`src/design/usb_consts.svh`:
```
`ifndef USB_CONSTS_SVH
`define USB_CONSTS_SVH

// register offsets on the 4-bit bus address
`define USB_CCR 4'd0
`define USB_RDR 4'd4
`define USB_TDR 4'd8
`define USB_STA 4'd12

// disk byte ram
`define DISK_AW    12
`define DISK_DEPTH 4096

// bytes per keyboard report
`define KBD_REPORT_LEN 3

`endif

```
`src/design/usb_pkg.sv`:
```
`default_nettype none

package usb_pkg;

   // active device class, same encoding as the ccr field
   typedef enum logic [2:0] {
      FUNC_NONE     = 3'd0,
      FUNC_SERIAL   = 3'd1,
      FUNC_KEYBOARD = 3'd2,
      FUNC_DISK     = 3'd3
   } usb_func_e;

   // first byte of a disk command
   typedef enum logic [7:0] {
      DISK_WRITE = 8'h01,
      DISK_READ  = 8'h02
   } disk_op_e;

   typedef enum logic [1:0] {
      IDLE,
      ADDR_HI,   // waiting for upper address bits
      ADDR_LO,
      DATA       // write payload byte
   } disk_state_e;

   // one bus access from the processor
   typedef struct packed {
      logic        valid;
      logic        write;
      logic [3:0]  be;      // byte enables
      logic [3:0]  addr;    // byte offset
      logic [31:0] wdata;
   } bus_req_t;

   // single byte strobe, no back-pressure
   typedef struct packed {
      logic       valid;
      logic [7:0] data;
   } byte_t;

endpackage

`default_nettype wire

```
`src/design/usb_serial_func.sv`:
```
`timescale 1ns/1ps
`default_nettype none

module usb_serial_func (
   input  wire logic           clk_i,
   input  wire logic           rst_i,
   input  wire usb_pkg::byte_t host_rx_i,
   input  wire usb_pkg::byte_t tdr_wr_i,
   output usb_pkg::byte_t      rx_o,
   output usb_pkg::byte_t      host_tx_o
);

   logic       rx_valid_q;
   logic [7:0] rx_data_q;
   logic       tx_valid_q;
   logic [7:0] tx_data_q;

   // both directions run side by side
   always_ff @(posedge clk_i) begin
      if (rst_i) begin
         rx_valid_q <= 1'b0;
         tx_valid_q <= 1'b0;
      end else begin
         rx_valid_q <= host_rx_i.valid;   // host to software
         tx_valid_q <= tdr_wr_i.valid;    // software to host
      end
   end

   always_ff @(posedge clk_i) begin
      if (host_rx_i.valid)
         rx_data_q <= host_rx_i.data;
      if (tdr_wr_i.valid)
         tx_data_q <= tdr_wr_i.data;
   end

   assign rx_o.valid      = rx_valid_q;
   assign rx_o.data       = rx_data_q;
   assign host_tx_o.valid = tx_valid_q;
   assign host_tx_o.data  = tx_data_q;

endmodule

`default_nettype wire

```
`config.mk`:
```
export PLATFORM = sky130hd
export DESIGN_NAME = usb_serial_func
export DESIGN_NICKNAME = d
export VERILOG_FILES = /design/src/design/usb_consts.svh /design/src/design/usb_pkg.sv /design/src/design/usb_serial_func.sv
export SDC_FILE = /design/constraint.sdc
export NUM_CORES = 1
export LEC_CHECK = 0
export BUFFER_PORTS_ARGS = -buffer_cell sky130_fd_sc_hd__buf_2
export CORE_MARGIN = 8
export CORE_UTILIZATION = 41
export CTS_CLUSTER_DIAMETER = 60
export DETAILED_ROUTE_END_ITERATION = 10
export GPL_TIMING_DRIVEN = 0
export PLACE_DENSITY_LB_ADDON = 0.12
export SLEW_MARGIN = 30
export SYNTH_ARGS = -nofsm -noshare
export SYNTH_HDL_FRONTEND = slang
export SYNTH_SLANG_ARGS = --single-unit
```
`constraint.sdc`:
```
create_clock -name clk_i -period 0.8 [get_ports clk_i]
set_input_delay 0.08 -clock clk_i [delete_from_list [all_inputs] [get_ports clk_i]]
set_output_delay 0.08 -clock clk_i [all_outputs]
set_load 0.01 [all_outputs]
```
* Word-level counts from Yosys, hierarchy flattened
Index checks and enable logic that the tools add are counted.
** Storage, ports and cells
- Flip-flop bits (word level) :: 18
- Output and inout port bits :: 18

* Logic depth before layout (Yosys ltp)
- Word-level depth :: 0
- Depth in mapped cells :: 1
- Gate-level depth less buffers :: 1

* Worst setup path before layout
No wires, ideal clock.
- Path kind :: reg2out
- Start :: reg tx_valid_q
- End :: out host_tx_o[8] in the netlist's numbering
- Arrival time :: 0.401 ns
- Path slack :: 0.319 ns
- Cell stages (with the launch flop) :: 2
- Buffers on the path :: 1
- Path through :: dfxtp_1 -> buf_4
** RTL lines
- start: declaration :: RTL line usb_serial_func.sv:15 : logic tx_valid_q;
- start signal: assignment :: RTL line usb_serial_func.sv:25 : tx_valid_q <= tdr_wr_i.valid;
- end: declaration :: RTL line usb_serial_func.sv:10 : output usb_pkg::byte_t host_tx_o
No word-level cell between the ends.

* Final worst setup path
- Start :: reg tx_data_q[0]
- End :: out host_tx_o[0] in the netlist's numbering
** RTL lines
- start: declaration :: RTL line usb_serial_func.sv:16 : logic [7:0] tx_data_q;
- start signal: assignment :: RTL line usb_serial_func.sv:33 : tx_data_q <= tdr_wr_i.data;
No word-level cell between the ends.

==> impl_metrics.toml <==
[floorplanning]
core_area_um2 = 1270
pin_count = 38
core.rowCount = 13
die_w_um = 52.6
initial_core_util_pct = 43.2
dieArea_um2 = 2760
die-height_um = 52.6

[grt]
overflow = 0
grt_pass1_vias = 459
grt_max_degree = 11
grt_first_pass_wirelength_um = 2010
track_usage_pct = 9.84
antenna_found_initial = 0

[timing]
drv_slew = 0
relSlewSlack_pct = 87.1
max_freq_mhz = 1110
tightestPinTransition_ps = 193
setup_ws_ps = -98.2
fin_crit_ps = 898
hold_violations = 0
rsz0062_at_grt = "yes"
setup_violations = 16
min_period_over_period_pct = 112

[routing]
antenna_left = 0
drtIter0Drc = 1
routed_wl_um = 1340
drc = 0
drt-wirelength-per-cell_um = 14.4
dr.pass1.iters = 2
routed_via_density = 4.11
vias = 382

[placed_design]
place_worst_setup_slack_ps = 197
io_buffers = 37
place_congestion = 0.593

[critical_path]
end_kind = "output port"
crit_type = "reg -> out"
cp_slowest_stage_delay_ps = 390
crit_fanout = 1
worst_path_max_delay_cell = "edfxtp_1"
worst_ep_required_time_ps = 720
start_kind = "flip-flop"
crit_family = "flip-flops"
worstPathCellList = "buf_2"
arrival_ps = 820
crit_buf_inv = 1

[hold_path]
hp-class = "in -> reg"

[final_layout]
finish.utilization_pct = 74.8
layout-drive-gt1-share_pct = 53.8
area_delta_synth_final_pct = 73.1
fillerInstances = 74
antenna_cells = 0
fin_nets = 99

[cts]
clock_sinks = 18
clockRootBuffer = "clkbuf_4"
clk_pin_slew_ps = 100
cts_tree = "yes"
numCtsBuffers = 3
ctsHtreeMaxLevel = 1
cts_setup_buffers = 0
clock_path_buffers = 2

[outcome]
status = "complete, but fails checks"
failed_checks = "negative setup slack"

[logic_synthesis]
avgSynthCellArea_um2 = 24.9
synth.yosys.seq_area_share_pct = 95.0
synth.distinct_cells = 4
synth_seq_cells = 18
yosysWarnings = 0
netlist_area_um2 = 548
syn_nets = 42
syn_inst = 22

[flow_run]
maxCapViolCount = 0

[power]
p_leak_uw = 0.000414
peakVddDrop_mv = 1.49
power_density_nw_per_um2 = 1890
-- final cells by class --
cell class	instances	area, µm²	share of cell area (%)
Clock buffer	3	22.5	2.37
Clock inverter	1	3.75	0.396
Multi-Input combinational cell	2	12.5	1.32
Sequential cell	18	523	55.1
Tap cell	15	18.8	1.98
Timing Repair Buffer	54	368	38.8
-- final timing paths --
| path | to | slack, ps | depth (start not counted) | from |
|---|---|---|---|---|
| setup / recovery | host_tx_o[0] | -100 | 1 | tx_data_q[0] |
| hold / removal | tx_valid_q | 140 | 2 | tdr_wr_i[8] |
-- synthesized netlist by cell type --
| cell type | instances | area share (%) |
|---|---|---|
| buf_4 | 2 | 2.7 |
| dfxtp_1 | 2 | 7.3 |
| nor2b_1 | 2 | 2.3 |
| edfxtp_1 | 16 | 88 |
-- sequential cells by signal (all words and copies together) (netlist names) --
name,count
rx_data_q,8
tx_valid_q,1
rx_valid_q,1
tx_data_q,8
-- routing by layer --
| layer | global-route usage [%] | vias to the layer above | wire length [µm] |
|---|---|---|---|
| met1 | 9.66 | 170 | 456 |
| met3 | 5.40 | 0 | 169 |
| li1 | - | 191 | - |
| met2 | 18.0 | 21 | 717 |
| met5 | 0 | - | 0 |
| met4 | 1.29 | 0 | 0 |
-- report_power, final --
part	total (µW)	switching, µW	internal [µW]	leakage (µW)
registers	1120	17.0	1100	0.000174
clock network	436	255	181	0.0000154
logic	243	104	139	0.000225
-- logic make-up after synthesis --
logic type	share of synthesized area [%]
flip-flops	95.0
buffers and inverters	2.74
AND/OR/NAND/NOR	2.28
-- stage by stage --
stage	TNS (ps)	instances	power [µW]	cell area, µm²	hold WS, ps
2_1_floorplan	0	22	1190	548	152
3_3_place_gp	0	74	1310	752	255
3_5_place_dp	0	74	1320	752	258
4_1_cts	-1180	93	1790	947	141
5_1_grt	-1900	93	1880	948	142
6_report	-1190	93	1800	948	143
-- cells in the final DEF (no fill, tap or decap) --
master	n
buf_2	35
dlygate4sd3_1	17
edfxtp_1	16
clkbuf_4	3
nor2b_1	2
buf_6	2
dfxtp_2	2
clkinv_1	1
-- timing repair --
action                                 CTS  global route
setup endpoints to repair               18            18
endpoints found under the hold margin   18             0
gates resized for setup                  3             1
pin swaps                                0             0
hold buffers                            17             0
No activity file was read; power rests on OpenSTA's default activity.
