`src/design/usb_consts.svh`:
```
`ifndef USB_CONSTS_SVH
`define USB_CONSTS_SVH

// register offsets on the 4-bit bus address
`define USB_CCR 4'd0
`define USB_RDR 4'd4
`define USB_TDR 4'd8
`define USB_STA 4'd12

// disk byte ram
`define DISK_AW    12
`define DISK_DEPTH 4096

// bytes per keyboard report
`define KBD_REPORT_LEN 3

`endif

```
`src/design/usb_pkg.sv`:
```
`default_nettype none

package usb_pkg;

   // active device class, same encoding as the ccr field
   typedef enum logic [2:0] {
      FUNC_NONE     = 3'd0,
      FUNC_SERIAL   = 3'd1,
      FUNC_KEYBOARD = 3'd2,
      FUNC_DISK     = 3'd3
   } usb_func_e;

   // first byte of a disk command
   typedef enum logic [7:0] {
      DISK_WRITE = 8'h01,
      DISK_READ  = 8'h02
   } disk_op_e;

   typedef enum logic [1:0] {
      IDLE,
      ADDR_HI,   // waiting for upper address bits
      ADDR_LO,
      DATA       // write payload byte
   } disk_state_e;

   // one bus access from the processor
   typedef struct packed {
      logic        valid;
      logic        write;
      logic [3:0]  be;      // byte enables
      logic [3:0]  addr;    // byte offset
      logic [31:0] wdata;
   } bus_req_t;

   // single byte strobe, no back-pressure
   typedef struct packed {
      logic       valid;
      logic [7:0] data;
   } byte_t;

endpackage

`default_nettype wire

```
`src/design/usb_keyboard_func.sv`:
```
`timescale 1ns/1ps
`default_nettype none
`include "usb_consts.svh"

module usb_keyboard_func (
   input  wire logic           clk_i,
   input  wire logic           rst_i,
   input  wire usb_pkg::byte_t tdr_wr_i,
   input  wire logic [15:0]    tdr_word_i,
   output usb_pkg::byte_t      host_tx_o
);

   logic [1:0] cnt_q;     // next report byte, 0 when no report is running
   logic [7:0] key_q;
   logic       tx_valid_q;
   logic [7:0] tx_data_q;
   logic       start;

   // busy until the last report byte has left the output register
   assign start = tdr_wr_i.valid & (cnt_q == 2'd0) & ~tx_valid_q;

   always_ff @(posedge clk_i) begin
      if (rst_i) begin
         cnt_q      <= 2'd0;
         tx_valid_q <= 1'b0;
      end else if (cnt_q != 2'd0) begin
         tx_valid_q <= 1'b1;
         if (cnt_q == 2'(`KBD_REPORT_LEN - 1))
            cnt_q <= 2'd0;
         else
            cnt_q <= cnt_q + 2'd1;
      end else if (start) begin
         tx_valid_q <= 1'b1;   // modifier goes out first
         cnt_q      <= 2'd1;
      end else begin
         tx_valid_q <= 1'b0;
      end
   end

   always_ff @(posedge clk_i) begin
      if (start) begin
         tx_data_q <= tdr_word_i[15:8];
         key_q     <= tdr_word_i[7:0];
      end else if (cnt_q == 2'd1) begin
         tx_data_q <= 8'h00;   // reserved byte
      end else if (cnt_q != 2'd0) begin
         tx_data_q <= key_q;
      end
   end

   assign host_tx_o.valid = tx_valid_q;
   assign host_tx_o.data  = tx_data_q;

endmodule

`default_nettype wire

```
`config.mk`:
```
export PLATFORM = sky130hd
export DESIGN_NAME = usb_keyboard_func
export DESIGN_NICKNAME = d
export VERILOG_FILES = /design/src/design/usb_pkg.sv /design/src/design/usb_keyboard_func.sv
export VERILOG_INCLUDE_DIRS = /design/src /design/src/design
export SDC_FILE = /design/constraint.sdc
export NUM_CORES = 1
export LEC_CHECK = 0
export BUFFER_PORTS_ARGS = -buffer_cell sky130_fd_sc_hd__buf_2
export CAP_MARGIN = 20
export CORE_MARGIN = 8
export CORE_UTILIZATION = 45
export CTS_CLUSTER_SIZE = 40
export DETAILED_ROUTE_END_ITERATION = 6
export GPL_TIMING_DRIVEN = 0
export HOLD_SLACK_MARGIN = 0.08
export PLACE_DENSITY = 0.76
export SETUP_SLACK_MARGIN = 0.2
export SYNTH_ARGS = -nofsm -noshare
export SYNTH_HDL_FRONTEND = slang
export SYNTH_SLANG_ARGS = --single-unit
```
`constraint.sdc`:
```
create_clock -name clk_i -period 2.7 [get_ports clk_i]
set_input_delay 0.135 -clock clk_i [delete_from_list [all_inputs] [get_ports clk_i]]
set_output_delay 0.135 -clock clk_i [all_outputs]
set_load 0.05 [all_outputs]
```
### After elaboration in Yosys (flattened, before gate mapping)

Index checks and enable logic that the tools add are counted.

| cells by class | value |
|---|---|
| add/sub/neg operators | 1 |
| equality and inequality tests | 2 |
| multiplexer cells | 8 |
| bitwise logic cells | 3 |
| reductions and logical operators | 4 |

Operator list:

| cell | number |
|---|---|
| 2-to-1 mux 8 bit | 3 |
| 2-to-1 mux 2 bit | 3 |
| nonzero test 2 bit | 2 |
| nonzero test 3 bit | 1 |
| adder 2 x 1 -> 2 bit, second input constant | 1 |
| AND 1 bit | 2 |
| == test 2 x 1 -> 1 bit, second input constant | 1 |
| == test 2 bit, second input constant | 1 |
| logical NOT 2 bit | 1 |
| 2-to-1 mux 1 bit | 2 |
| inverter 1 bit | 1 |

| storage, ports and cells | value |
|---|---|
| register bits | 19 |
| input bits | 27 |
| output and inout port bits | 9 |
| logic and storage cells | 22 |

### Longest topological paths before layout

Gate-level depths: netlist (run 1).

| depth | value |
|---|---|
| depth in word-level cells | 5 |
| gate-level depth with buffers | 4 |
| depth with buffers taken out | 3 |

### Worst setup path after synthesis (run 1)

Ideal clock, no wire load.

| timing | value |
|---|---|
| path type | reg2reg |
| start point | register tx_valid_q |
| end point | register key_q[0] (enable) |
| setup time | 383 ps |
| arrival time | 1255 ps |
| required time | 2317 ps |
| setup slack | 1062 ps |
| stages on the path, launching flop included | 4 |
| path buffers | 1 |
| clock period less this slack | 1638 ps |
| cell sequence | dfxtp_1 -> nand2b_1 -> buf_4 -> nor3_1 |

| between the ends | value |
|---|---|
| word-level cells in the longest chain between the ends | 2 |

RTL lines:

| item | line | source |
|---|---|---|
| start, declared | usb_keyboard_func.sv:15 | `logic tx_valid_q;` |
| start signal, assigned | usb_keyboard_func.sv:25 | `tx_valid_q <= 1'b0;` |
| start signal, assigned | usb_keyboard_func.sv:27 | `tx_valid_q <= 1'b1;` |
| start signal, assigned | usb_keyboard_func.sv:33 | `tx_valid_q <= 1'b1;` |
| inverter 1 bit | usb_keyboard_func.sv:20 | `assign start = tdr_wr_i.valid & (cnt_q == 2'd0) & ~tx_valid_q;` |
| AND 1 bit | usb_keyboard_func.sv:20 |  |
| via start | usb_keyboard_func.sv:17 | `logic start;` |
| end signal, assigned | usb_keyboard_func.sv:43 | `key_q <= tdr_word_i[7:0];` |
| end, declared | usb_keyboard_func.sv:14 | `logic [7:0] key_q;` |

The timed path passes the listed nets, and every way through them passes these cells.
A chain may end at the register's enable or synchronous reset.

### Final worst setup path (run 1)

| timing | value |
|---|---|
| start point | register tx_valid_q |
| end point | register key_q[1] (enable) |

Same word-level chain as after synthesis.

==> parameters.txt, run 1 <==
Parameter                              Value

Synthesis
  Summed instance area of the synthesized netlist    749 um2
  Synthesis warning total    0
  Ranking of synthesized cells by area    edfxtp_1 64%, dfxtp_1 8.0%, a22oi_1 8.0%
  Part of the Yosys area used for sequential elements    between 70% and 80%
  Number of instances in the synthesized netlist    55
  Net count of the mapped netlist    between 80 and 90
  Register bit total from synthesis    19
  Mean Syn Cell Area    13.6 um2
  Distinct cell type count after synthesis    14
  Proportion of netlist area held by the largest area contributor    64.1%
  Library cell with the largest summed area after synthesis    edfxtp_1

Min path
  Type of the most critical hold path    input pin to flop

Global routing
  GR Util met3    between 5 and 6%
  Vias in the first global route    552
  M1 GR Usage    under 10%
  Total track usage    under 10%
  Met2 routing resource usage after global routing    14.6%
  GR peak layer    met2
  Antenna violations before repair    0
  First-pass GRT wire length    2330 um
  Largest net degree at the start of global routing    11
  Final global-route overflow total    0

Clocking
  Clock insertion delay at the later pin of the skew report    0.30 ns
  TritonCTS Sinks    19
  Clk root buf    clkbuf_4
  Clock-pin slew on the worst setup and hold paths    about 0.10 ns
  Number of buffers created by CTS    3
  Number of gates resized after cts    0
  Count of H-tree levels built during CTS    1
  Post-CTS Repair Setup Buffers    0
  TritonCTS clock tree    yes
  Number of buffers on the longest clock path    2
  Hold Buf Count CTS    9

Worst setup path
  Startpoint class of the critical path    flop
  Element type at the critical path end    flop
  Data arrival, critical path    between 1.5 and 2 ns
  Buffer and inverter count on the worst path    2
  Crit-path leading delay family    simple AND/OR/NAND/NOR gates
  Slowest CP cell    nor3_1
  Delay of the slowest cell on the worst path    0.49 ns
  Worst-path cell chain    nand2b_1 -> buf_4 -> nor3_1 -> clkbuf_2
  Data required time of the critical path    2.72 ns
  Kind of critical path    flop to flop
  Crit path max fanout    10

Floorplan
  Height of the chip    56.8 um
  Effective utilization at floorplan    between 40% and 50%
  Core box area    1540 um2
  Number of placed I/O pins    36
  Die Outline Area    3230 um2
  Number of core rows    14
  Die outline width    56.8 um

STA
  Achievable frequency    ~0.56 GHz
  Worst max-slew margin expressed relative to the limit    57.6%
  Number of endpoints with negative hold slack in the final report    0
  Final period demand of the worst path    1.77 ns
  Skew final    0.00240 ns
  Worst setup margin    0.929 ns
  Unrepaired setup endpoints after global routing    false
  Smallest hold slack    0.185 ns
  Setup violations, final    0
  Number of pins exceeding their max-slew limit in the final report    0
  Setup TNS    0 ns
  Share of the clock period used by the worst path after layout    65.6%
  Transition time of the tightest slew-check pin    0.631 ns

Placed design
  Number of I/O port buffers    27
  Routability congestion estimate    between 0.7 and 0.8
  Total placed instance area    905 um2
  Half-perimeter wire length of the detailed placement result    about 1100 um
  Pre-CTS setup slack    0.839 ns

Power
  PD cells    643 nW/um2
  Worst voltage drop across the vdd grid    0.381 mV
  Total power of the final layout    660 uW
  Leakage power summed over all cells    just over 0.0004 uW

Job
  Max Cap Violations    0

Cells and area
  Final Instance Area    1030 um2
  Number of nets at the end of the flow    124
  Share of cells above drive strength 1    between 30% and 40%
  Number of filler cells placed in the layout    between 100 and 150
  Ant diodes    0
  Relative area change from synthesis to final layout    36.9%

Route
  Average wire length per cell after detail routing    13.7 um
  Detailed-route DRC error count    0
  Final wirelength    between 1500 and 2000 um
  Vias/cell    5.23
  DR pass1 iterations    4
  Number of violations reported at the end of detailed-routing iteration 0    16
  Antenna Violating Nets Remaining    0
  Via count    about 600

Status
  Status    finished clean
-- final timing paths --
check	from	to	slack [ns]	cells after the start
worst max-delay path	tx_valid_q	key_q[1]	0.93	4
worst min-delay path	tdr_word_i[10]	tx_data_q[2]	0.19	3
worst max register to register	tx_valid_q	key_q[1]	0.93	4
worst min register to register	cnt_q[0]	cnt_q[0]	0.46	1
-- flip-flops by register name, indices dropped and copies added, names as in the netlist --
| signal | cells |
|---|---|
| key_q | 8 |
| tx_data_q | 8 |
| cnt_q | 2 |
| tx_valid_q | 1 |
-- cell usage after synthesis, drive strengths merged --
master  number
buf          2
nand2b       1
edfxtp      16
nor4         1
o21ai        8
dfxtp        3
nor3b        2
clkbuf       2
a22oi        8
nor3         1
nand2        9
a21oi        1
nor2         1
-- layout by cell type (no fill, tap or decap) --
cell / synthesis / final
dfxtp_1: 3 / 3
buf_4: 2 / 2
edfxtp_1: 16 / 16
nor3b_4: 1 / 1
clkbuf_2: 0 / 1
nor2_1: 1 / 1
buf_2: 0 / 27
a22oi_1: 8 / 8
dlygate4sd3_1: 0 / 9
clkbuf_1: 2 / 3
nor3b_1: 1 / 1
nand2_1: 9 / 9
nor4_1: 1 / 1
o21ai_1: 8 / 8
a21oi_1: 1 / 1
nor3_1: 1 / 1
clkbuf_4: 0 / 3
nand2b_1: 1 / 1
-- power by group --
group	leakage (uW)	total, uW	switching, uW	internal [uW]
clock	0.0000150	140	82.0	57.6
sequential	0.000180	365	10.6	354
combinational	0.000219	155	106	49.8
total	0.000414	660	198	462
-- kinds of logic (layout without fill, tap and decap cells) --
| kind of cell | after synthesis | count (layout) | share of synthesized area [%] |
|---|---|---|---|
| buffers and inverters | 4 | 45 | 3.00 |
| flip-flops | 19 | 19 | 72.1 |
| AND/OR/NAND/NOR | 15 | 15 | 10.9 |
| AO/OA/AOI/OAI | 17 | 17 | 14.0 |
-- area by class of cell --
cell class,count,area [um2],area share [%]
timing repair buffer,37,230,22.4
multi-input combinational,32,186,18.2
tap,16,20.0,1.95
buffer,4,22.5,2.20
sequential,19,541,52.7
clock buffer,4,26.3,2.56
-- tightest hold or removal path, cell delays in order --
cell     delay, ns
buf_2         0.08
a22oi_1       0.06
o21ai_1       0.11
-- routing by layer --
metal  routed length [um]  up-vias
met5                    0        -
met2                  721       25
met1                  627      268
met3                  159        3
met4                   24        0
li1                     -      290
-- per-stage QoR --
stage                     utilization [%]  instances
after floorplan                         -         55
after global placement               58.7         98
after detailed placement             58.7         98
after CTS                            66.2        111
after global routing                 66.6        112
final                                66.6        112
Power figures use the tool's default switching activity.
==> run 2: changes to the inputs <==
--- a/config.mk
+++ b/config.mk
@@ -9,12 +9,12 @@
 export BUFFER_PORTS_ARGS = -buffer_cell sky130_fd_sc_hd__buf_2
 export CAP_MARGIN = 20
 export CORE_MARGIN = 8
-export CORE_UTILIZATION = 45
+export CORE_UTILIZATION = 43
 export CTS_CLUSTER_SIZE = 40
 export DETAILED_ROUTE_END_ITERATION = 6
 export GPL_TIMING_DRIVEN = 0
 export HOLD_SLACK_MARGIN = 0.08
-export PLACE_DENSITY = 0.76
+export PLACE_DENSITY = 0.73
 export SETUP_SLACK_MARGIN = 0.2
 export SYNTH_ARGS = -nofsm -noshare
 export SYNTH_HDL_FRONTEND = slang
==> constraint.sdc (replaced) <==
create_clock -name clk_i -period 1.8 [get_ports clk_i]
set_input_delay 0.09 -clock clk_i [delete_from_list [all_inputs] [get_ports clk_i]]
set_output_delay 0.09 -clock clk_i [all_outputs]
set_load 0.05 [all_outputs]
==> run 2 against run 1 <==
First-iteration DRC count up 50%. Clock power increased by 44%. Hold slack got worse by 0.032 ns. Flip-flop and latch count unchanged. Clock skew shrank 0.0010 ns. Final area grew 0.73%. Critical endpoint is now key_q[2]. Largest cell class unchanged. Largest power group unchanged.
==> parameters.txt, run 2 (synthesis results as in run 1) <==
Parameter                              Value

Status
  Status    finished clean

STA
  Unrepaired setup endpoints after global routing    false
  Achievable frequency    0.725 GHz
  Smallest hold slack    between 0.15 and 0.2 ns
  Transition time of the tightest slew-check pin    0.460 ns
  Number of pins exceeding their max-slew limit in the final report    0
  Skew final    0.00141 ns
  Setup TNS    0 ns
  Setup violations, final    0
  Final period demand of the worst path    1.38 ns
  Number of endpoints with negative hold slack in the final report    0
  Worst max-slew margin expressed relative to the limit    69.3%
  Share of the clock period used by the worst path after layout    between 70% and 80%

Global routing
  Largest net degree at the start of global routing    11
  Total track usage    8.88%
  Antenna violations before repair    0
  Final global-route overflow total    0
  First-pass GRT wire length    2300 um
  Vias in the first global route    533

Floorplan
  Number of placed I/O pins    36
  Die outline width    57.8 um
  Effective utilization at floorplan    44.4%
  Height of the chip    57.8 um
  Number of core rows    15
  Core box area    1690 um2
  Die Outline Area    3340 um2

Job
  Max Cap Violations    0

Route
  Antenna Violating Nets Remaining    0
  Number of violations reported at the end of detailed-routing iteration 0    24
  Vias/cell    4.92
  Final wirelength    1420 um
  Average wire length per cell after detail routing    12.7 um
  Via count    551
  Detailed-route DRC error count    0
  DR pass1 iterations    4

Power
  PD cells    951 nW/um2
  Leakage power summed over all cells    0.000411 uW
  Worst voltage drop across the vdd grid    0.516 mV

Placed design
  Number of I/O port buffers    27
  Routability congestion estimate    0.680
  Half-perimeter wire length of the detailed placement result    between 1000 and 1500 um

Worst setup path
  Data required time of the critical path    1.75 ns
  Element type at the critical path end    flop
  Kind of critical path    flop to flop
  Data arrival, critical path    1.33 ns
  Startpoint class of the critical path    flop
  Crit path max fanout    10

Clocking
  Clock insertion delay at the later pin of the skew report    between 0.2 and 0.3 ns
  Clock-pin slew on the worst setup and hold paths    0.10 ns
  Number of buffers on the longest clock path    2
  Number of buffers created by CTS    3
  TritonCTS clock tree    yes
  Count of H-tree levels built during CTS    1
  TritonCTS Sinks    19
  Clk root buf    clkbuf_4

Cells and area
  Final core utilization    61.2%
  Number of nets at the end of the flow    123
  Largest registers    key_q: 8 flops, tx_data_q: 8 flops, cnt_q: 2 flops
  Relative area change from synthesis to final layout    37.9%
  Most frequent standard cell in the layout excluding fill and tap cells    buf_2
  Ant diodes    0
  Number of filler cells placed in the layout    136
  Share of cells above drive strength 1    around 36%
  Highest-count cells in the layout ignoring fill and taps    27 x buf_2, 16 x edfxtp_1, 9 x nand2_1, 9 x dlygate4sd3_1

Min path
  Type of the most critical hold path    input pin to flop
==> run 2: final cells by class <==
class	instances	area, um2	area share (%)
flip-flops and latches	19	541	52.3
repair buffers	36	225	21.8
multi-input cells	32	198	19.1
clock buffers	4	26.3	2.54
plain buffers	4	22.5	2.18
well taps	17	21.3	2.06
==> run 2: repair_timing <==
item	4_1_cts	5_1_grt
buffers inserted	0	0
gates resized for setup	0	1
hold endpoints to repair	11	0
hold buffers	9	0
endpoints found under the setup margin	0	8
==> run 2: metrics by stage <==
| stage | total power, uW | instance area [um2] | cells | setup WS, ns |
|---|---|---|---|---|
| final | 983 | 1030 | 112 | 0.420 |
| after global routing | 1030 | 1030 | 112 | 0.319 |
| after CTS | 990 | 1030 | 112 | 0.251 |
| after detailed placement | 776 | 911 | 99 | 0.266 |
| after global placement | 771 | 911 | 99 | 0.307 |
| after floorplan | 718 | 754 | 55 | 0.416 |
==> run 2: path summary, 6_finish.rpt <==
path                                     from      endpoint  slack, ns  cells past startpoint
worst max-delay path               tx_valid_q      key_q[2]       0.42                      3
worst min-delay path            tdr_word_i[8]  tx_data_q[0]       0.15                      3
worst max register to register     tx_valid_q      key_q[2]       0.42                      3
worst min register to register       cnt_q[0]      cnt_q[0]       0.47                      1
==> run 2: critical path, cell delays in order, from the launching register on <==
cell and delay, ns:
dfxtp_1 0.35, nand2b_1 0.19, buf_4 0.19, nor3_4 0.32
==> run 2: metal layers <==
metal / wire, um / up-vias / global-route usage, %
met1: 558 / 242 / 8.87
met4: 27 / 0 / 8.39
met5: 0 / - / 0
li1: - / 286 / -
met3: 111 / 2 / 1.77
met2: 725 / 21 / 15.1
==> run 2: power by group <==
group / switching [uW] / internal, uW / total [uW]
Sequential: 15.5 / 532 / 547
Combinational: 159 / 74.8 / 234
Clock: 116 / 86.0 / 202
