**config.mk**
```make
export PLATFORM = sky130hd
export DESIGN_NAME = usb_regs
export DESIGN_NICKNAME = d
export VERILOG_FILES = /design/src/design/usb_pkg.sv /design/src/design/usb_regs.sv
export VERILOG_INCLUDE_DIRS = /design/src /design/src/design
export SDC_FILE = /design/constraint.sdc
export NUM_CORES = 1
export LEC_CHECK = 0
export BUFFER_PORTS_ARGS = -buffer_cell sky130_fd_sc_hd__buf_2
export CORE_UTILIZATION = 39
export CTS_CLUSTER_DIAMETER = 120
export DETAILED_ROUTE_END_ITERATION = 16
export PLACE_DENSITY = 0.75
export SLEW_MARGIN = 10
export SYNTH_ARGS = -nofsm -noshare
export SYNTH_HDL_FRONTEND = slang
export SYNTH_SLANG_ARGS = --single-unit
```
**constraint.sdc**
```tcl
create_clock -name clk_i -period 1.5 [get_ports clk_i]
set_clock_uncertainty 0.2 [all_clocks]
set_input_delay 0.15 -clock clk_i [delete_from_list [all_inputs] [get_ports clk_i]]
set_output_delay 0.15 -clock clk_i [all_outputs]
set_load 0.01 [all_outputs]
```
**src/design/usb_consts.svh**
```systemverilog
`ifndef USB_CONSTS_SVH
`define USB_CONSTS_SVH

// register offsets on the 4-bit bus address
`define USB_CCR 4'd0
`define USB_RDR 4'd4
`define USB_TDR 4'd8
`define USB_STA 4'd12

// disk byte ram
`define DISK_AW    12
`define DISK_DEPTH 4096

// bytes per keyboard report
`define KBD_REPORT_LEN 3

`endif

```
**src/design/usb_pkg.sv**
```systemverilog
`default_nettype none

package usb_pkg;

   // active device class, same encoding as the ccr field
   typedef enum logic [2:0] {
      FUNC_NONE     = 3'd0,
      FUNC_SERIAL   = 3'd1,
      FUNC_KEYBOARD = 3'd2,
      FUNC_DISK     = 3'd3
   } usb_func_e;

   // first byte of a disk command
   typedef enum logic [7:0] {
      DISK_WRITE = 8'h01,
      DISK_READ  = 8'h02
   } disk_op_e;

   typedef enum logic [1:0] {
      IDLE,
      ADDR_HI,   // waiting for upper address bits
      ADDR_LO,
      DATA       // write payload byte
   } disk_state_e;

   // one bus access from the processor
   typedef struct packed {
      logic        valid;
      logic        write;
      logic [3:0]  be;      // byte enables
      logic [3:0]  addr;    // byte offset
      logic [31:0] wdata;
   } bus_req_t;

   // single byte strobe, no back-pressure
   typedef struct packed {
      logic       valid;
      logic [7:0] data;
   } byte_t;

endpackage

`default_nettype wire

```
**src/design/usb_regs.sv**
```systemverilog
`timescale 1ns/1ps
`default_nettype none
`include "usb_consts.svh"

module usb_regs (
   input  wire logic              clk_i,
   input  wire logic              rst_i,
   input  wire usb_pkg::bus_req_t bus_i,
   output logic [31:0]            rdata_o,
   input  wire usb_pkg::byte_t    rx_i,
   input  wire logic              connected_i,
   output usb_pkg::usb_func_e     func_sel_o,
   output usb_pkg::byte_t         tdr_wr_o,
   output logic [15:0]            tdr_word_o
);

   logic [2:0]  ccr_q;
   logic [15:0] tdr_q;
   logic        tdr_wr_q;
   logic [7:0]  rdr_q;
   logic        recv_valid_q;
   logic [31:0] rdata_q;
   logic        wr_en;
   logic        rd_en;
   logic        ccr_we;
   logic        tdr_we;
   logic        rdr_rd;
   logic        sta_clr;

   assign wr_en   = bus_i.valid & bus_i.write;
   assign rd_en   = bus_i.valid & ~bus_i.write;
   assign ccr_we  = wr_en & (bus_i.addr == `USB_CCR) & bus_i.be[0];
   assign tdr_we  = wr_en & (bus_i.addr == `USB_TDR);
   assign rdr_rd  = rd_en & (bus_i.addr == `USB_RDR);
   assign sta_clr = wr_en & (bus_i.addr == `USB_STA) & ~bus_i.wdata[1];

   always_ff @(posedge clk_i) begin
      if (rst_i) begin
         ccr_q        <= 3'd0;
         tdr_wr_q     <= 1'b0;
         recv_valid_q <= 1'b0;
      end else begin
         if (ccr_we)
            ccr_q <= bus_i.wdata[2:0];
         tdr_wr_q <= tdr_we & (|bus_i.be[1:0]);   // one strobe per tdr write
         // a fresh byte beats a clear in the same cycle
         if (rx_i.valid)
            recv_valid_q <= 1'b1;
         else if (rdr_rd || sta_clr)
            recv_valid_q <= 1'b0;
      end
   end

   always_ff @(posedge clk_i) begin
      if (tdr_we && bus_i.be[0])
         tdr_q[7:0] <= bus_i.wdata[7:0];   // serial byte or keycode
      if (tdr_we && bus_i.be[1])
         tdr_q[15:8] <= bus_i.wdata[15:8]; // keyboard modifier
      if (rx_i.valid)
         rdr_q <= rx_i.data;
   end

   // read data holds until the next read
   always_ff @(posedge clk_i) begin
      if (rst_i) begin
         rdata_q <= 32'd0;
      end else if (rd_en) begin
         case (bus_i.addr)
            `USB_CCR: rdata_q <= {29'd0, ccr_q};
            `USB_RDR: rdata_q <= {24'd0, rdr_q};
            `USB_TDR: rdata_q <= {16'd0, tdr_q};
            `USB_STA: rdata_q <= {30'd0, recv_valid_q, connected_i};
            default:  rdata_q <= 32'd0;
         endcase
      end
   end

   assign rdata_o        = rdata_q;
   assign func_sel_o     = usb_pkg::usb_func_e'(ccr_q);
   assign tdr_wr_o.valid = tdr_wr_q;
   assign tdr_wr_o.data  = tdr_q[7:0];
   assign tdr_word_o     = tdr_q;

endmodule

`default_nettype wire

```
* Word-level counts from Yosys, hierarchy flattened *
Index checks and enable logic that the tools add are counted.

cells by class
  equal/unequal tests = 3
  multiplexer cells = 3
  bitwise operators = 11
  reduce and logical (&&, ||, !) cells = 6

operators by type and width
  cell                  number
  $pmux W16 S4          1
  $and A1 B1 Y1         9
  $eq A4 B4 Y1 const B  2
  $eq A4 B3 Y1 const B  1
  $logic_not A4 Y1      1
  $logic_and A1 B1 Y1   2
  $mux W1               2
  $not A1 Y1            2
  $reduce_bool A2 Y1    1
  $reduce_or A2 Y1      1
  $logic_or A1 B1 Y1    1

storage, ports and cells
  flip-flop bits (word level) = 61
  input bits = 54
  output and inout bits = 60
  logic and storage cells = 30

* Logic depth before layout (Yosys ltp) *
Gate-level depths: netlist of the first run.

  depth in word-level cells = 6
  depth in mapped cells = 5
  mapped depth without buffers = 3

* Least setup slack after synthesis of the first run *
No wires, ideal clock.

  kind = input -> register
  start point = input port bus_i[35] in the netlist's numbering
  end point = register tdr_q[0] (netlist: tdr_word_o[0]) (enable)
  setup time = 0.332 ns
  arrival time = 0.998 ns
  required time = 0.968 ns
  setup slack = -0.030 ns
  stages = 4
  buffers on the path = 2
  cells stage by stage = buf_2 nor2b_1 buf_6 and3_1

on the way
  word-level cells in the longest chain between the ends = 3

RTL lines
  element               line            RTL
  start, declared       usb_regs.sv:8   input wire usb_pkg::bus_req_t bus_i,
  $eq A4 B4 Y1          -
  $and A1 B1 Y1         usb_regs.sv:33  assign tdr_we = wr_en & (bus_i.addr == `USB_TDR);
  $logic_and A1 B1 Y1   usb_regs.sv:55  if (tdr_we && bus_i.be[0])
  end signal, assigned  usb_regs.sv:56  tdr_q[7:0] <= bus_i.wdata[7:0];
  end, declared         usb_regs.sv:18  logic [15:0] tdr_q;

No other way between the ends.
A chain may end at the register's enable or synchronous reset.

* Final worst setup path of the first run *
  start point = register tdr_q[1] (netlist: tdr_word_o[1])
  end point = register rdata_q[1] (netlist: rdata_o[1])

on the way
  word-level cells in the longest chain between the ends = 1

RTL lines
  element               line            RTL
  $pmux W16 S4          usb_regs.sv:68  case (bus_i.addr)
  end signal, assigned  usb_regs.sv:69  `USB_CCR: rdata_q <= {29'd0, ccr_q};
  end signal, assigned  usb_regs.sv:70  `USB_RDR: rdata_q <= {24'd0, rdr_q};
  end signal, assigned  usb_regs.sv:71  `USB_TDR: rdata_q <= {16'd0, tdr_q};
  end, declared         usb_regs.sv:22  logic [31:0] rdata_q;

No other way between the ends.

==> results by group, run 1 <==
Detailed routing
  • DRT iter0 DRCs: 56
  • Drt wl/cell: 13.9 um
  • Detail Route Antenna Nets: 0
  • Via count: 1535
  • Via density: 4.68
  • Post-route DRC: 0
  • Routed WL: 4.54 mm
  • Drt first pass iters: 6

Synth
  • Post-Syn Area per Cell: 12.5 um^2
  • Mapped cell area: 1970 um^2
  • Count leader, synth: buf_4
  • Synth unique cells: 33
  • Yosys top cell area share: 0.366
  • Yosys Warn Count: 0
  • EDFF count, synth: 24
  • Seq cells post-synth: 45
  • Ys flop type: edfxtp_1
  • Async set-reset flop share out of synthesis: 0
  • Synth area leaders: edfxtp_1, dfxtp_1, buf_4
  • Sequential share of the synthesized area: 0.580
  • Commonest cells post-synth: buf_4, edfxtp_1, dfxtp_1
  • Cells after synthesis: 158
  • Yosys top cell by area: edfxtp_1

Timing
  • Setup WS post-layout: 0.0428 ns
  • Max Freq: 686 MHz
  • Hold Vio Cnt, Final: 0
  • Max Slew Vio Count: 0
  • RSZ-0062 raised after global routing: false
  • Period utilisation layout: 0.971
  • Min Tclk post-route: 1.46 ns
  • Setup TNS: 0 ns
  • # setup viols final: 0

Floorplanning
  • I/O pin total: 114
  • Die Width: 73.0 um
  • CORE AREA: 4790 um^2
  • Die H: 73.0 um
  • Die area: 5330 um^2
  • Starting Density: 0.411
  • FP Rows: 25

Global routing
  • Gr usage total: 0.172
  • Largest net degree at the start of global routing: 20
  • Vias in the first global route: 1427
  • First-pass GRT wire length: 6.79 mm
  • Initial antenna violation count: 0
  • Global route overflow: 0

Cells and area
  • Fillers: 395
  • Final-stage net count: 314
  • Area Overhead vs Synth: 37.9%
  • Antenna diodes: 0
  • Layout cells sized above 1: 0.429

Clock network
  • Total setup buffers inserted after CTS: 0
  • Number of CTS-inserted buffers: 5
  • CTS tree: yes
  • Clock transition at the registers of the reported paths: 0.08 ns
  • Clock Sinks: 45
  • H-tree depth: 2
  • Clock Tree Buf Depth: 2
  • Clock root cell: clkbuf_8
  • Worst-skew pair later-pin latency: 0.29 ns

Place
  • DP HPWL: 3.06 mm
  • Place WS: 0.0126 ns
  • Gp weighted congestion: 0.813
  • Port Buf Inserts: 79

Pwr
  • Peak VDD IR: 577 uV
  • P_leak: 1.18 nW
  • P per Cell Area: 908 nW/um^2

Setup path
  • Slowest cell on crit path: mux4_2
  • Cell Chain, Critical Path: mux4_2, a22oi_1, nor2_1
  • CP Class: reg2reg
  • Critical path peak fanout: 3
  • WP data arrival: 1.45 ns
  • Max incr delay on CP: 0.50 ns
  • Req. time, crit path: 1.49 ns
  • CP Launch Type: register
  • Crit end category: register

Min path
  • Worst Hold Class: in2reg

Run status
  • Result of the run: completed

Run
  • Max Cap Violations: 0
-- report_power, final --
part | internal (W) | switching [W] | leakage, nW
registers | 0.00132 | 0.0000108 | 0.392
logic | 0.000130 | 0.000120 | 0.737
clock network | 0.000492 | 0.000390 | 0.0528
-- cell usage in the layout, fill, tap and decap left out, types with 2 or more instances in the layout --
master / synthesis / routed
and3_2: 0 / 2
buf_2: 5 / 79
and3b_1: 10 / 10
nand3_1: 3 / 3
dlygate4sd3_1: 0 / 26
a32oi_1: 8 / 8
a21oi_2: 5 / 5
a22oi_1: 2 / 2
o21ai_2: 5 / 6
conb_1: 1 / 16
edfxtp_1: 24 / 24
nor2_1: 12 / 12
o21ai_1: 4 / 3
clkbuf_8: 0 / 5
nand2_1: 7 / 7
dfxtp_1: 21 / 21
a21oi_1: 3 / 3
mux4_2: 2 / 2
nand2b_1: 2 / 2
buf_4: 25 / 8
-- registers in the layout (all words and copies together) (netlist names) --
register      count
func_sel_o        3
tdr_wr_q          1
tdr_word_o       16
rdr_q             8
rdata_o          16
recv_valid_q      1
-- per-layer routing --
metal / wire, um / track usage / up-vias / share of wire
met5: 0 / 0 / - / 0
met4: 123 / 0.0915 / 0 / 0.027
li1: - / - / 742 / -
met1: 1930 / 0.216 / 722 / 0.43
met2: 2300 / 0.284 / 61 / 0.51
met3: 190 / 0.0276 / 10 / 0.042
-- cell type report --
cell class	count	area [um^2]	area share
tap	67	83.8	0.0309
multi-input combinational	94	647	0.238
sequential	45	1140	0.420
clock buffer	6	72.6	0.0267
clock inverter	2	33.8	0.0124
timing repair buffer	114	736	0.271
-- worst max-delay path, delay by kind of cell (launching register included) --
family	cells	cell delay [ns]
AO/OA/AOI/OAI	1	0.17
flip-flops	1	0.44
multiplexers	1	0.50
AND/OR/NAND/NOR	1	0.05
-- per-stage QoR --
stage | power [W] | instances | cell area, um^2 | hold slack, ns | utilization
2_1_floorplan | 0.00150 | 173 | 2030 | 0.0489 | -
3_3_place_gp | 0.00155 | 294 | 2340 | 0.127 | 0.490
3_5_place_dp | 0.00156 | 294 | 2340 | 0.128 | 0.490
4_1_cts | 0.00247 | 328 | 2710 | 0.0113 | 0.566
5_1_grt | 0.00255 | 328 | 2710 | 0.0146 | 0.567
6_report | 0.00246 | 328 | 2710 | 0.0132 | 0.567
-- logic make-up after synthesis --
logic type,count (synthesis),synth area share
flops,45,0.580
compound gates,31,0.121
other cells,1,0.00191
simple gates,44,0.146
mux,3,0.0280
buf+inv,34,0.123
-- path summary, 6_finish.rpt --
check	start	slack [ns]	to	cells after the start
worst max-delay path	tdr_word_o[1]	0.04	rdata_o[1]	3
worst min-delay path	rx_i[8]	0.01	rdr_q[6]	1
worst max register to register	tdr_word_o[1]	0.04	rdata_o[1]	3
worst min register to register	rdata_o[4]	0.27	rdata_o[4]	2
-- repair_timing --
action,CTS,global route
resized for setup,0,1
endpoints found under the setup margin,0,1
hold buffers,26,0
endpoints found under the hold margin,28,0
Power figures use the tool's default switching activity.
==> inputs of run 2 (changes only) <==
==> constraint.sdc (replaced) <==
create_clock -name clk_i -period 1.23 [get_ports clk_i]
set_clock_uncertainty 0.2 [all_clocks]
set_input_delay 0.123 -clock clk_i [delete_from_list [all_inputs] [get_ports clk_i]]
set_output_delay 0.123 -clock clk_i [all_outputs]
set_load 0.01 [all_outputs]
==> run 2 against run 1 <==
  * Routed wire length is 1.6% lower
  * The flow now finishes with violations (negative hold slack, negative setup slack)
  * Count of clock-buffer cells in the layout is 1 higher
  * Total power is 14% higher
  * Die area stayed put
  * Cell area is 5.4% higher
  * Worst hold slack worse by 0.050 ns
==> results by group, run 2 (synthesis gave the netlist of run 1 again) <==
Run status
  • Result of the run: finished, violations left
  • Failing checks: negative hold slack, negative setup slack

Cells and area
  • Non-filler cells, final: 342 (+4.3%)
  • Antenna diodes: 0 (unchanged)
  • Layout Utilization: 0.598 (+0.0306)
  • Final-stage net count: 328 (+4.5%)
  • Fillers: 389 (-1.5%)
  • Register area: 1140 um^2 (+0.22%)
  • Area of the multi-input gates: 678 um^2 (+4.8%)
  • Area Overhead vs Synth: 45.3%
  • Layout cells sized above 1: 0.473 (+0.0436)
  • Most frequent cells in the layout: buf_2, dlygate4sd3_1, edfxtp_1
  • Commonest non-fill, non-tap cell in the layout: buf_2

Floorplanning
  • I/O pin total: 114 (unchanged)
  • Starting Density: 0.411 (unchanged)
  • Die Width: 73.0 um (unchanged)
  • Die H: 73.0 um (unchanged)
  • CORE AREA: 4790 um^2 (unchanged)
  • Die area: 5330 um^2 (unchanged)
  • FP Rows: 25 (unchanged)

Setup path
  • Max incr delay on CP: 0.49 ns (about the same)
  • CP Launch Type: register
  • Worst path top cell family by delay: multiplexers
  • Crit end category: register
  • Critical path peak fanout: 2 (-1)
  • FF-to-FF path depth: 3 (unchanged)
  • CP Buf/Inv Count: 0 (unchanged)
  • CP Class: reg2reg
  • Req. time, crit path: 1.22 ns (-0.27 ns)
  • Cell Chain, Critical Path: mux4_2, a22oi_2, nor2_1
  • Critical Path Source: tdr_word_o[1]
  • WP depth: 3 (unchanged)
  • Slowest cell on crit path: mux4_2
  • WP data arrival: 1.38 ns (-0.07 ns)
  • Worst r2r src: tdr_word_o[1]

Clock network
  • Clock Tree Buf Depth: 2 (unchanged)
  • Clock Sinks: 45 (unchanged)
  • Worst-skew pair later-pin latency: 0.29 ns (about the same)
  • Clock root cell: clkbuf_8
  • Clock transition at the registers of the reported paths: 0.08 ns (about the same)
  • CTS tree: yes
  • Number of CTS-inserted buffers: 5 (unchanged)
  • H-tree depth: 2 (unchanged)

Timing
  • RSZ-0062 raised after global routing: true
  • Max Freq: 720 MHz (+5.0%)
  • Fin Hold WS: -0.0371 ns (-0.0502 ns)
  • Min Tclk post-route: 1.39 ns (-0.0689 ns)
  • Setup TNS: -0.550 ns (-0.550 ns)
  • Setup WS post-layout: -0.158 ns (-0.201 ns)
  • # setup viols final: 6 (+6)
  • Max Slew Vio Count: 0 (unchanged)
  • Hold Vio Cnt, Final: 1 (+1)
  • Period utilisation layout: 1.13 (+0.157)

Detailed routing
  • Via density: 4.67 (-0.28%)
  • Drt wl/cell: 13.1 um (-5.6%)
  • Detail Route Antenna Nets: 0 (unchanged)
  • Post-route DRC: 0 (unchanged)
  • Routed WL: 4.47 mm (-1.6%)
  • Via count: 1596 (+4.0%)
  • Drt first pass iters: 4 (-2)
  • DRT iter0 DRCs: 95 (+70%)

Min path
  • HP Start: bus_i[1]
  • Worst Hold Class: in2reg
  • Hold Path Cell Cnt: 3 (+2)

Global routing
  • Largest net degree at the start of global routing: 17 (-15%)
  • Global route overflow: 0 (unchanged)
  • Vias in the first global route: 1460 (+2.3%)
  • Initial antenna violation count: 0 (unchanged)
  • First-pass GRT wire length: 6.91 mm (+1.8%)
  • Gr usage total: 0.176 (+0.00414)

Run
  • Max Cap Violations: 0 (unchanged)

Place
  • DP HPWL: 3.13 mm (+2.3%)
  • Gp weighted congestion: 0.757 (-6.8%)
  • Placed cell count: 305 (+3.7%)
  • Port Buf Inserts: 79 (unchanged)

Pwr
  • P_leak: 1.25 nW (+5.6%)
  • P per Cell Area: 986 nW/um^2 (+8.6%)
  • Peak VDD IR: 819 uV (+42%)
## run 2: worst paths after layout
check	to	slack (ns)
worst max-delay path	rdata_o[1]	-0.16
worst min-delay path	recv_valid_q	-0.04
worst max register to register	rdata_o[1]	-0.16
worst min register to register	rdata_o[4]	0.27
## run 2: area by class of cell
class                   instances  share of cell area
well taps                      67              0.0293
flip-flops and latches         45               0.400
clock inverters                 1             0.00175
multi-input cells              94               0.237
repair buffers                128               0.305
clock buffers                   7              0.0267
## run 2: repair_timing
item                                    4_1_cts  5_1_grt
endpoints found under the hold margin        45        2
endpoints found under the setup margin        6       23
hold buffers                                 28        1
setup buffers                                 0        2
gates resized for setup                       4       13
## run 2: stage by stage
| stage | power (W) | setup slack (ns) | hold slack, ns | instance area [um^2] |
|---|---|---|---|---|
| floorplan | 0.00183 | -0.162 | 0.0219 | 2050 |
| finish | 0.00282 | -0.158 | -0.0371 | 2860 |
| global route | 0.00294 | -0.188 | -0.0206 | 2860 |
| global placement | 0.00191 | -0.138 | 0.101 | 2430 |
| CTS | 0.00283 | -0.157 | 0.0663 | 2810 |
| detailed placement | 0.00191 | -0.150 | 0.101 | 2430 |
## run 2: metal layers
| layer | wire [um] | global-route usage |
|---|---|---|
| met5 | 0 | 0 |
| met1 | 1810 | 0.221 |
| met3 | 328 | 0.0387 |
| met2 | 2230 | 0.286 |
| met4 | 104 | 0.0871 |
## run 2: power breakdown
group / leakage [nW] / switching, W / internal, W
Clock: 0.0422 / 0.000461 / 0.000399
Combinational: 0.813 / 0.000153 / 0.000183
Sequential: 0.393 / 0.0000120 / 0.00161
Total: 1.25 / 0.000626 / 0.00219
## run 2: worst min-delay path, delay by kind of cell
kind / cells / cell delay [ns]
AO/OA/AOI/OAI: 2 / 0.23
buffers and inverters: 1 / 0.09
==> inputs of run 3 (changes only) <==
--- a/config.mk
+++ b/config.mk
@@ -10,7 +10,7 @@
 export CORE_UTILIZATION = 39
 export CTS_CLUSTER_DIAMETER = 120
 export DETAILED_ROUTE_END_ITERATION = 16
-export PLACE_DENSITY = 0.75
+export PLACE_DENSITY = 0.73
 export SLEW_MARGIN = 10
 export SYNTH_ARGS = -nofsm -noshare
 export SYNTH_HDL_FRONTEND = slang
==> run 3 against run 2 <==
  * The flow finishes with violations (negative setup slack)
  * Final cell count increased by 0.29%
  * Sequential power about the same
  * Register-to-register slack improved by 0.04 ns
  * Global-route usage increased by 1.6 points
  * Cell area increased by 0.13%
  * Sequential share of layout area decreased by 0.096 points
  * Worst hold slack improved by 0.12 ns
  * Highest routed layer unchanged
  * Largest cell class unchanged
  * Sequential cell count unchanged
  * Clock power decreased by 2%
  * Total power decreased by 0.38%
  * Utilization increased by 0.078 points
  * Worst setup slack improved by 0.025 ns
  * Critical endpoint is now tdr_word_o[0]
==> results by group, run 3 (synthesis gave the netlist of run 1 again) <==
Detailed routing
  • Post-route DRC: 0 (unchanged)
  • DRT iter0 DRCs: 71 (-25%)
  • Drt first pass iters: 4 (unchanged)
  • Via count: 1605 (+0.56%)
  • Via density: 4.68 (+0.27%)
  • Drt wl/cell: 14.3 um (+9.0%)
  • Routed WL: 4.89 mm (+9.3%)
  • Detail Route Antenna Nets: 0 (unchanged)

Min path
  • Worst Hold Class: in2reg
  • HP Start: connected_i
  • Hold endpoint: rdata_o[0]
  • Hold Path Cell Cnt: 4 (+1)

Timing
  • Max Slew Vio Count: 0 (unchanged)
  • Min Tclk post-route: 1.36 ns (-0.0248 ns)
  • Setup WS post-layout: -0.134 ns (+0.0248 ns)
  • Hold Vio Cnt, Final: 0 (-1)
  • Fin Hold WS: 0.0874 ns (+0.124 ns)
  • # setup viols final: 7 (+1)
  • Max Freq: 733 MHz (+1.8%)
  • Period utilisation layout: 1.11 (-0.0202)
  • RSZ-0062 raised after global routing: true

Run status
  • Failing checks: negative setup slack
  • Result of the run: finished, violations left

Pwr
  • P_leak: 1.25 nW (+0.32%)
  • Overall power: 0.00281 W (-0.38%)
  • Peak VDD IR: 856 uV (+4.5%)
  • P per Cell Area: 981 nW/um^2 (-0.51%)

Clock network
  • CTS tree: yes
  • Number of CTS-inserted buffers: 5 (unchanged)
  • Clock root cell: clkbuf_8
  • Clock Sinks: 45 (unchanged)
  • Worst-skew pair later-pin latency: 0.29 ns (about the same)
  • H-tree depth: 2 (unchanged)
  • Clock Tree Buf Depth: 2 (unchanged)
  • Clock transition at the registers of the reported paths: 0.08 ns (about the same)

Setup path
  • Reg2Reg Setup Slack: -0.12 ns (+0.04 ns)
  • FF-to-FF path depth: 3 (unchanged)
  • Crit end category: output pin
  • Req. time, crit path: 0.91 ns (-0.31 ns)
  • Critical path peak fanout: 2 (unchanged)
  • CP Class: reg2out
  • WP data arrival: 1.04 ns (-0.34 ns)
  • CP Launch Type: register
  • Worst R2R End: rdata_o[1]
  • Worst r2r src: tdr_word_o[1]

Floorplanning
  • FP Rows: 25 (unchanged)
  • CORE AREA: 4790 um^2 (unchanged)
  • Die area: 5330 um^2 (unchanged)
  • Die H: 73.0 um (unchanged)
  • Die Width: 73.0 um (unchanged)
  • Starting Density: 0.411 (unchanged)
  • I/O pin total: 114 (unchanged)

Cells and area
  • Antenna diodes: 0 (unchanged)
  • Final-stage net count: 329 (+0.30%)
  • Commonest non-fill, non-tap cell in the layout: buf_2
  • Area Overhead vs Synth: 45.5%
  • Fin area: 2860 um^2 (+0.13%)
  • Non-filler cells, final: 343 (+0.29%)
  • Layout cells sized above 1: 0.453 (-0.0198)
  • Most frequent cells in the layout: buf_2, dlygate4sd3_1, edfxtp_1

Place
  • Placed cell count: 303 (-0.66%)
  • Port Buf Inserts: 79 (unchanged)
  • Placed cell area: 2430 um^2 (-0.10%)
  • DP HPWL: 3.10 mm (-0.94%)
  • Gp weighted congestion: 0.750 (-0.90%)

Global routing
  • First-pass GRT wire length: 7.36 mm (+6.5%)
  • Largest net degree at the start of global routing: 18 (+1)
  • Vias in the first global route: 1551 (+6.2%)
  • Gr usage total: 0.192 (+0.0159)
  • Global route overflow: 0 (unchanged)
  • Initial antenna violation count: 0 (unchanged)

Run
  • Max Cap Violations: 0 (unchanged)
==> run 3: cell types whose count changed in the layout (fill, tap and decap cells not counted), sizes merged <==
cell and delta:
buf -2, dlygate4sd3 +3, clkbuf -2, clkinv +2
==> run 3: worst max-delay path: stages, from the launching register on <==
cell      delay [ns]
edfxtp_1        0.38
buf_4           0.15
buf_6           0.11
buf_6           0.11
==> run 3: power by group <==
| part | switching (W) | leakage (nW) | internal [W] |
|---|---|---|---|
| sequential | 0.0000115 | 0.392 | 0.00161 |
| clock | 0.000461 | 0.0430 | 0.000382 |
| combinational | 0.000158 | 0.817 | 0.000185 |
==> run 3: how the worst max path moves through the flow <==
stage                    end  slack, ns           from  cells after the start
2_1_floorplan     rdata_o[0]      -0.16  tdr_word_o[0]                      3
3_3_place_gp   tdr_word_o[3]      -0.14      bus_i[33]                      3
3_5_place_dp      rdata_o[1]      -0.16      bus_i[35]                      4
4_1_cts           rdata_o[1]      -0.15  tdr_word_o[1]                      3
5_1_grt           rdata_o[1]      -0.18  tdr_word_o[1]                      3
6_report       tdr_word_o[0]      -0.13  tdr_word_o[0]                      3
==> run 3: per-stage QoR <==
step	worst slack (ns)	setup TNS, ns	utilization
6_report	-0.134	-0.661	0.598
5_1_grt	-0.176	-1.04	0.598
4_1_cts	-0.146	-0.561	0.592
3_3_place_gp	-0.142	-3.38	0.507
2_1_floorplan	-0.162	-0.323	-
3_5_place_dp	-0.158	-3.54	0.507
==> run 3: final cells by class <==
class                      count  area (um^2)
fill                         404         1920
sequential                    45         1140
timing repair buffer         129          888
multi-input combinational     94          668
tap                           67         83.8
clock buffer                   5         68.8
clock inverter                 3         12.5
==> run 3: repair_timing <==
item                                   4_1_cts  5_1_grt
setup endpoints to repair                    6       28
endpoints found under the hold margin       42        3
hold buffers                                31        1
gates cloned                                 0        0
gates resized for setup                      3        5
setup buffers                                0        2
==> run 3: metal layers <==
layer  part of all wire  track usage  vias to the layer above  routed length (um)
met3              0.056       0.0401                        9                 276
li1                   -            -                      771                   -
met4              0.025        0.102                        0                 123
met1               0.40        0.229                      756                1940
met5                  0            0                        -                   0
met2               0.52        0.323                       69                2550
